$ cat config.mk
export PLATFORM = sky130hd
export DESIGN_NAME = axi4_to_ahb_bridge
export DESIGN_NICKNAME = d
export VERILOG_FILES = /design/src/bridge_pkg.sv /design/src/axi_cmd_decode.sv /design/src/ahb_beat_sequencer.sv /design/src/axi_resp_channel.sv /design/src/axi4_to_ahb_bridge.sv
export SDC_FILE = /design/constraint.sdc
export NUM_CORES = 1
export LEC_CHECK = 0
export BUFFER_PORTS_ARGS = -buffer_cell sky130_fd_sc_hd__buf_2
export CORE_MARGIN = 3
export CORE_UTILIZATION = 57
export CTS_CLUSTER_SIZE = 10
export DETAILED_ROUTE_END_ITERATION = 7
export GPL_TIMING_DRIVEN = 0
export PLACE_DENSITY = 0.89
export SKIP_CTS_REPAIR_TIMING = 1
export SYNTH_ARGS = -nofsm -noshare
export SYNTH_HDL_FRONTEND = slang
export SYNTH_HIERARCHICAL = 1
export SYNTH_SLANG_ARGS = --single-unit
$ cat constraint.sdc
create_clock -name bus_clk -period 8.4 [get_ports bus_clk]
set_input_delay 1.26 -clock bus_clk [delete_from_list [all_inputs] [get_ports bus_clk]]
set_output_delay 1.26 -clock bus_clk [all_outputs]
set_load 0.1 [all_outputs]
$ cat src/bridge_pkg.sv
`default_nettype none

package bridge_pkg;

   // ****************************************
   // Bus widths
   // ****************************************
   localparam int addr_w = 32;
   localparam int data_w = 64;
   localparam int strb_w = 8;
   localparam int id_w   = 4;

   // AXI response codes
   localparam logic [1:0] resp_okay   = 2'b00;
   localparam logic [1:0] resp_slverr = 2'b10;

   // AHB transfer types, only IDLE and NONSEQ are used
   localparam logic [1:0] htrans_idle   = 2'b00;
   localparam logic [1:0] htrans_nonseq = 2'b10;

   // ****************************************
   // AXI channels
   // ****************************************
   typedef struct packed {
      logic [id_w-1:0]   id;
      logic [addr_w-1:0] addr;
   } axi_aw_t;

   typedef struct packed {
      logic [data_w-1:0] data;
      logic [strb_w-1:0] strb;
   } axi_w_t;

   typedef struct packed {
      logic [id_w-1:0]   id;
      logic [addr_w-1:0] addr;
      logic [2:0]        size;
   } axi_ar_t;

   typedef struct packed {
      logic [id_w-1:0] id;
      logic [1:0]      resp;
   } axi_b_t;

   typedef struct packed {
      logic [id_w-1:0]   id;
      logic [data_w-1:0] data;
      logic [1:0]        resp;
   } axi_r_t;

   // ****************************************
   // AHB-Lite manager and subordinate sides
   // ****************************************
   typedef struct packed {
      logic [addr_w-1:0] haddr;
      logic [2:0]        hsize;
      logic [1:0]        htrans;
      logic              hwrite;
      logic [data_w-1:0] hwdata;
   } ahb_req_t;

   typedef struct packed {
      logic [data_w-1:0] hrdata;
      logic              hready;
      logic              hresp;
   } ahb_rsp_t;

   // Decoded command, decode to sequencer
   typedef struct packed {
      logic              write;
      logic [id_w-1:0]   id;
      logic [addr_w-1:0] addr;   // Dword address on writes
      logic [strb_w-1:0] byteen;
      logic              split;  // Write goes out as byte beats
      logic [2:0]        size;
      logic [data_w-1:0] data;
   } bridge_cmd_t;

   // Completed transaction, sequencer to response stage
   typedef struct packed {
      logic              write;
      logic [id_w-1:0]   id;
      logic              error;
      logic [data_w-1:0] rdata;
   } bridge_result_t;

endpackage

`default_nettype wire

$ cat src/axi_cmd_decode.sv
`timescale 1ns/1ps
`default_nettype none

module axi_cmd_decode (
   input  logic                     bus_clk,
   input  logic                     reset,
   input  bridge_pkg::axi_aw_t      aw,
   input  logic                     aw_valid,
   output logic                     aw_ready,
   input  bridge_pkg::axi_w_t       w,
   input  logic                     w_valid,
   output logic                     w_ready,
   input  bridge_pkg::axi_ar_t      ar,
   input  logic                     ar_valid,
   output logic                     ar_ready,
   output bridge_pkg::bridge_cmd_t  cmd,
   output logic                     cmd_valid,
   input  logic                     cmd_ready
);

   logic                  aw_full_q;
   logic                  w_full_q;
   bridge_pkg::axi_aw_t   aw_q;
   bridge_pkg::axi_w_t    w_q;
   logic                  wr_pend;
   logic                  wr_take;
   logic                  wr_split;
   logic [2:0]            wr_size;

   // ****************************************
   // Write buffer slots
   // ****************************************
   assign aw_ready = aw_valid & ~aw_full_q;    // Low until a request arrives
   assign w_ready  = w_valid & ~w_full_q;
   assign wr_pend  = aw_full_q & w_full_q;
   assign wr_take  = wr_pend & cmd_ready;

   always_ff @(posedge bus_clk) begin
      if (reset) begin
         aw_full_q <= 1'b0;
         w_full_q  <= 1'b0;
      end else begin
         if (aw_ready) begin
            aw_full_q <= 1'b1;
         end else if (wr_take) begin
            aw_full_q <= 1'b0;
         end
         if (w_ready) begin
            w_full_q <= 1'b1;
         end else if (wr_take) begin
            w_full_q <= 1'b0;
         end
      end
   end

   always_ff @(posedge bus_clk) begin
      if (aw_ready) begin
         aw_q <= aw;
      end
      if (w_ready) begin
         w_q <= w;
      end
   end

   // Strobe classification
   always_comb begin
      wr_size  = 3'd0;
      wr_split = 1'b0;
      case (w_q.strb)
         8'hff:                       wr_size = 3'd3;
         8'h0f, 8'hf0:                wr_size = 3'd2;
         8'h03, 8'h0c, 8'h30, 8'hc0:  wr_size = 3'd1;
         8'h01, 8'h02, 8'h04, 8'h08,
         8'h10, 8'h20, 8'h40, 8'h80:  wr_size = 3'd0;
         default: begin
            wr_split = 1'b1;          // One byte beat per set lane
         end
      endcase
   end

   // ****************************************
   // Arbitration, writes first
   // ****************************************
   assign cmd_valid = wr_pend | ar_valid;
   assign ar_ready  = ar_valid & ~wr_pend & cmd_ready;

   always_comb begin
      cmd.write  = wr_pend;
      cmd.id     = wr_pend ? aw_q.id : ar.id;
      cmd.addr   = wr_pend ? {aw_q.addr[bridge_pkg::addr_w-1:3], 3'b000} : ar.addr;
      cmd.byteen = wr_pend ? w_q.strb : '0;
      cmd.split  = wr_pend & wr_split;
      cmd.size   = wr_pend ? wr_size : ar.size;
      cmd.data   = w_q.data;
   end

endmodule

`default_nettype wire

$ cat src/ahb_beat_sequencer.sv
`timescale 1ns/1ps
`default_nettype none

module ahb_beat_sequencer (
   input  logic                        bus_clk,
   input  logic                        reset,
   input  bridge_pkg::bridge_cmd_t     cmd,
   input  logic                        cmd_valid,
   output logic                        cmd_ready,
   output bridge_pkg::ahb_req_t        ahb_req,
   input  bridge_pkg::ahb_rsp_t        ahb_rsp,
   output bridge_pkg::bridge_result_t  res,
   output logic                        res_valid,
   input  logic                        res_ready
);

   typedef enum logic [1:0] {
      st_idle,
      st_addr,
      st_data,
      st_done
   } state_t;

   state_t                             state_q;
   bridge_pkg::bridge_cmd_t            cmd_q;
   logic [2:0]                         byte_ptr_q;   // Current byte lane of a write
   logic [bridge_pkg::strb_w-1:0]      rest_mask;
   logic                               more_beats;
   logic                               cmd_take;
   logic                               addr_done;
   logic                               data_ok;
   logic                               data_err;
   logic [bridge_pkg::addr_w-1:0]      beat_addr;
   logic [bridge_pkg::addr_w-1:0]      beat_addr_q;
   logic [2:0]                         beat_size;
   logic                               err_q;
   logic [bridge_pkg::data_w-1:0]      rdata_q;

   // Lowest set lane of a byte enable
   function automatic logic [2:0] first_set(input logic [bridge_pkg::strb_w-1:0] bits);
      logic [2:0] idx;
      idx = 3'd0;
      for (int j = bridge_pkg::strb_w - 1; j >= 0; j--) begin
         if (bits[j]) begin
            idx = 3'(j);
         end
      end
      return idx;
   endfunction

   // Waits for the response stage to empty
   assign cmd_ready = (state_q == st_idle) & res_ready;
   assign cmd_take  = cmd_valid & cmd_ready;
   assign addr_done = (state_q == st_addr) & ahb_rsp.hready;
   assign data_err  = (state_q == st_data) & ahb_rsp.hresp;   // First error cycle
   assign data_ok   = (state_q == st_data) & ahb_rsp.hready & ~ahb_rsp.hresp;

   // Lanes still to go above the pointer
   assign rest_mask  = cmd_q.byteen & (8'hfe << byte_ptr_q);
   assign more_beats = cmd_q.split & (|rest_mask);

   // ****************************************
   // Beat address and size
   // ****************************************
   always_comb begin
      if (cmd_q.write) begin
         beat_addr = {cmd_q.addr[bridge_pkg::addr_w-1:3], byte_ptr_q};
         beat_size = cmd_q.split ? 3'd0 : cmd_q.size;
      end else begin
         beat_addr = cmd_q.addr;                 // Reads go out as requested
         beat_size = cmd_q.size;
      end
   end

   always_comb begin
      ahb_req.haddr  = beat_addr;
      ahb_req.hsize  = beat_size;
      ahb_req.htrans = (state_q == st_addr) ? bridge_pkg::htrans_nonseq
                                            : bridge_pkg::htrans_idle;
      ahb_req.hwrite = cmd_q.write;
      ahb_req.hwdata = cmd_q.data;              // Lanes already match AXI
   end

   // Control FSM
   always_ff @(posedge bus_clk) begin
      if (reset) begin
         state_q <= st_idle;
         err_q   <= 1'b0;
      end else begin
         case (state_q)
            st_idle: begin
               if (cmd_take) begin
                  state_q <= st_addr;
                  err_q   <= 1'b0;
               end
            end
            st_addr: begin
               if (addr_done) begin
                  state_q <= st_data;
               end
            end
            st_data: begin
               if (data_err) begin
                  state_q <= st_done;          // Remaining beats dropped
                  err_q   <= 1'b1;
               end else if (data_ok) begin
                  state_q <= more_beats ? st_addr : st_done;
               end
            end
            default: begin
               if (res_ready) begin
                  state_q <= st_idle;
               end
            end
         endcase
      end
   end

   // ****************************************
   // Command, pointer and data registers
   // ****************************************
   always_ff @(posedge bus_clk) begin
      if (cmd_take) begin
         cmd_q      <= cmd;
         byte_ptr_q <= first_set(cmd.byteen);
      end else if (data_ok & more_beats) begin
         byte_ptr_q <= first_set(rest_mask);     // Step to next set lane
      end
      if (addr_done) begin
         beat_addr_q <= beat_addr;
      end
      if (data_ok) begin
         rdata_q <= ahb_rsp.hrdata;
      end
   end

   assign res_valid = (state_q == st_done);

   always_comb begin
      res.write = cmd_q.write;
      res.id    = cmd_q.id;
      res.error = err_q;
      res.rdata = err_q ? {2{beat_addr_q}} : rdata_q;   // Failing address on error
   end

endmodule

`default_nettype wire

$ cat src/axi_resp_channel.sv
`timescale 1ns/1ps
`default_nettype none

module axi_resp_channel (
   input  logic                        bus_clk,
   input  logic                        reset,
   input  bridge_pkg::bridge_result_t  res,
   input  logic                        res_valid,
   output logic                        res_ready,
   output bridge_pkg::axi_b_t          b,
   output logic                        b_valid,
   input  logic                        b_ready,
   output bridge_pkg::axi_r_t          r,
   output logic                        r_valid,
   input  logic                        r_ready
);

   logic                        full_q;
   bridge_pkg::bridge_result_t  res_q;
   logic [1:0]                  resp_code;

   assign res_ready = ~full_q;
   assign b_valid   = full_q & res_q.write;
   assign r_valid   = full_q & ~res_q.write;

   always_ff @(posedge bus_clk) begin
      if (reset) begin
         full_q <= 1'b0;
      end else if (res_valid & res_ready) begin
         full_q <= 1'b1;
      end else if ((b_valid & b_ready) | (r_valid & r_ready)) begin
         full_q <= 1'b0;                        // Handshake done
      end
   end

   // Held while the AXI side stalls
   always_ff @(posedge bus_clk) begin
      if (res_valid & res_ready) begin
         res_q <= res;
      end
   end

   assign resp_code = res_q.error ? bridge_pkg::resp_slverr : bridge_pkg::resp_okay;

   always_comb begin
      b.id   = res_q.id;
      b.resp = resp_code;
      r.id   = res_q.id;
      r.data = res_q.rdata;
      r.resp = resp_code;
   end

endmodule

`default_nettype wire

$ cat src/axi4_to_ahb_bridge.sv
`timescale 1ns/1ps
`default_nettype none

module axi4_to_ahb_bridge (
   input  logic                    bus_clk,
   input  logic                    reset,
   input  bridge_pkg::axi_aw_t     aw,
   input  logic                    aw_valid,
   output logic                    aw_ready,
   input  bridge_pkg::axi_w_t      w,
   input  logic                    w_valid,
   output logic                    w_ready,
   input  bridge_pkg::axi_ar_t     ar,
   input  logic                    ar_valid,
   output logic                    ar_ready,
   output bridge_pkg::axi_b_t      b,
   output logic                    b_valid,
   input  logic                    b_ready,
   output bridge_pkg::axi_r_t      r,
   output logic                    r_valid,
   input  logic                    r_ready,
   output bridge_pkg::ahb_req_t    ahb_req,
   input  bridge_pkg::ahb_rsp_t    ahb_rsp
);

   bridge_pkg::bridge_cmd_t     cmd;
   logic                        cmd_valid;
   logic                        cmd_ready;
   bridge_pkg::bridge_result_t  res;
   logic                        res_valid;
   logic                        res_ready;

   // AXI requests into bus commands
   axi_cmd_decode u_decode (
      .bus_clk   (bus_clk),
      .reset     (reset),
      .aw        (aw),
      .aw_valid  (aw_valid),
      .aw_ready  (aw_ready),
      .w         (w),
      .w_valid   (w_valid),
      .w_ready   (w_ready),
      .ar        (ar),
      .ar_valid  (ar_valid),
      .ar_ready  (ar_ready),
      .cmd       (cmd),
      .cmd_valid (cmd_valid),
      .cmd_ready (cmd_ready)
   );

   ahb_beat_sequencer u_seq (
      .bus_clk   (bus_clk),
      .reset     (reset),
      .cmd       (cmd),
      .cmd_valid (cmd_valid),
      .cmd_ready (cmd_ready),
      .ahb_req   (ahb_req),
      .ahb_rsp   (ahb_rsp),
      .res       (res),
      .res_valid (res_valid),
      .res_ready (res_ready)
   );

   // B or R back to the AXI manager
   axi_resp_channel u_resp (
      .bus_clk   (bus_clk),
      .reset     (reset),
      .res       (res),
      .res_valid (res_valid),
      .res_ready (res_ready),
      .b         (b),
      .b_valid   (b_valid),
      .b_ready   (b_ready),
      .r         (r),
      .r_valid   (r_valid),
      .r_ready   (r_ready)
   );

endmodule

`default_nettype wire

==> results.ini <==
[status]
run_status = finished clean

[layout]
final_common_cell = buf_2
layout_common_cells = buf_2, edfxtp_1, buf_4, inv_1, o21ai_0
fin_nets = 1679
finalNonFillerCells = 1819
fin_util_pct = 72.62
regArea_um2 = 11710
nFillCells = 1609
area_growth_pct = 25.20
layout-drive-gt1-share_pct = 49.29
multi_input_area_um2 = 1770

[critical_path]
critPathKind = primary input to output port
crit_fanout = 19
endpoint = w_ready
ff2ff_path_depth = 6
r2r_end = u_seq/ahb_req[18]
crit_path_frequent_cell = buf_2
slowest_stage = buf_2
r2r_slack_ps = 5760
end_kind = output port
worstPathArrival_ps = 2440
r2r-start = u_decode/w_full_q
worstPathCellList = buf_2, nor2b_4, buf_2
cp-start-kind = primary input
critPathLaunch = w_valid
crit_path_max_incr_delay_ps = 540
crit_required_ps = 7140

[floorplanning]
start_util_pct = 58.00
die_x_um = 171.8
die_area_um2 = 29530
ios = 403
std_cell_rows = 60
die_h_um = 171.8
core_um2 = 27030

[timing]
report.final.slew_viol_count = 0
slew_headroom_pct = 38.45
fin_skew_ps = 19.71
finalSetupTns_ps = 0
fin_crit_sh_pct = 44.04
min_period_ps = 3700
worst_pin_slew_ps = 923.3
fmax_mhz = 270.3
setup_viol = 0
rsz0062_at_grt = no
hold_viol = 0

[global_route]
antenna_found_initial = 5
grt_start_max_net_pins = 65
grtUsageTotal_pct = 23.58
overflow = 0
grt_pass1_wl_mm = 52.47
grt_pass1_vias = 9525

[detailed_routing]
drtIter0Drc = 719
antenna_left = 0
drt-pass1-iter-count = 5
vias = 9155
post_drt_wl_per_cell_um = 19.70
totalWireLength_mm = 35.83
drcViolationCount = 0
detail_route.vias_per_cell = 5.033

[logic_synthesis]
avgSynthCellArea_um2 = 15.63
synth_cell_types = 52
ys_ff_latch = 392
syn-cell-area_um2 = 15680
synth_cells = 1003
yosysSeqAreaShare_pct = 74.71
async_flop_share_pct = 0
synth_edf_count = 386
yosys_warnings = 6
synth_flop_cell = edfxtp_1

[clock_tree]
clk_latency_ps = 520
cts_inserted_buffers = 46
cts-root-buf = clkbuf_16
path_clk_slew_ps = 50
clk_path_buf_depth = 3
cts.sinks = 392
cts_tree = yes
h-tree-depth = 2

[pwr]
power_w = 0.006414
powerDensity_nw_per_um2 = 326.8
ir_worst_vdd_v = 0.0002746
leakage_nw = 8.160

[place]
dp_hpwl_mm = 25.23
gp_congestion = 0.8953
dp_cells = 1748
io_buffers = 396

[flow_run]
maxCapViolCount = 0

[hold_path]
hold_class = register to register

## flip-flops by register name (all words and copies together) (netlist names), 8 cells and up
name / flops
u_decode/cmd: 64
u_seq/rdata_q: 64
u_decode/aw_q: 33
u_seq/beat_addr_q: 32
u_resp/r: 64
u_seq/cmd_q: 43
u_seq/ahb_req: 65
u_decode/w_q: 8
## cell usage after synthesis (2+ instances only)
| library cell | count | area share (%) |
|---|---|---|
| a211o_1 | 2 | 0.11 |
| conb_1 | 2 | 0.048 |
| ha_1 | 4 | 0.32 |
| nor2b_1 | 6 | 0.24 |
| nor3_1 | 9 | 0.29 |
| a21oi_1 | 10 | 0.32 |
| clkbuf_1 | 14 | 0.34 |
| edfxtp_1 | 386 | 74 |
| nand2_1 | 41 | 0.98 |
| buf_2 | 5 | 0.16 |
| o21ai_0 | 69 | 2.2 |
| buf_6 | 3 | 0.22 |
| buf_4 | 244 | 12 |
| and2_1 | 10 | 0.40 |
| nor2_1 | 21 | 0.50 |
| inv_1 | 73 | 1.7 |
| a211oi_1 | 2 | 0.096 |
| mux2_1 | 33 | 2.4 |
| or4_4 | 2 | 0.14 |
| o21bai_1 | 2 | 0.096 |
| nor4b_1 | 2 | 0.11 |
| and3_1 | 9 | 0.36 |
| or3_1 | 2 | 0.080 |
| nand3_1 | 3 | 0.096 |
| nor3b_1 | 3 | 0.14 |
| mux2_2 | 3 | 0.22 |
| o21a_1 | 3 | 0.14 |
| nand2b_1 | 6 | 0.24 |
| o21ai_1 | 2 | 0.064 |
| dfxtp_1 | 6 | 0.77 |
| nand4_1 | 2 | 0.080 |
| a31oi_1 | 2 | 0.080 |
| nor4bb_1 | 3 | 0.19 |
## report_power, final
part | switching [W] | total, W | internal (W)
clock | 0.000699 | 0.00180 | 0.00110
sequential | 0.000106 | 0.00263 | 0.00252
combinational | 0.00155 | 0.00199 | 0.000438
## metrics by stage
stage	hold WS [ps]	worst slack, ps	instance area (µm²)
2_1_floorplan	427.7	1470	15680
3_3_place_gp	429.5	353.8	18090
3_5_place_dp	435.2	4679	18270
4_1_cts	450.3	4670	19620
5_1_grt	467.2	4606	19620
6_report	449.5	4700	19630
## layer usage
layer	up-vias	wire length [µm]	GRT usage [%]
met5	-	21	0
met4	4	1394	10.20
met3	100	3336	6.458
met2	507	18410	41.17
met1	4329	12670	27.52
li1	4215	-	-
## critical path, delay by kind of cell
family / cells / cell delay [ps]
simple gates: 1 / 530
buf+inv: 2 / 630
## layout make-up
type	instances	share of cell area, %
Multi-Input combinational cell	272	9.021
Timing Repair Buffer	403	10.89
Tap cell	341	2.174
Buffer	266	9.901
Clock buffer	66	6.675
Inverter	74	1.428
Clock inverter	2	0.1976
Antenna cell	3	0.03825
Sequential cell	392	59.67
## cells by family (layout without fill, tap and decap cells)
logic type      Yosys count  after routing  share of synthesized area (%)
xor+xnor                  1              1                        0.05589
flops                   392            392                          74.71
mux                      38             38                          2.746
compound gates          104            104                          3.919
fa+ha+maj                 4              4                         0.3193
buf+inv                 340            811                          14.17
simple gates            122            122                          4.031
other cells               2              6                        0.04791
## worst min-delay path by stage
stage	slack, ps	cells past startpoint	startpoint	endpoint
finish	450	0	u_seq/cmd_q[86]	u_seq/beat_addr_q[10]
global route	470	0	u_seq/cmd_q[105]	u_seq/beat_addr_q[29]
CTS	450	0	u_seq/cmd_q[86]	u_seq/beat_addr_q[10]
detailed placement	440	0	u_seq/cmd_q[91]	u_seq/beat_addr_q[15]
global placement	430	0	u_seq/cmd_q[83]	u_seq/beat_addr_q[7]
floorplan	430	0	u_seq/cmd_q[86]	u_seq/beat_addr_q[10]
No activity file was read; power rests on OpenSTA's default activity.
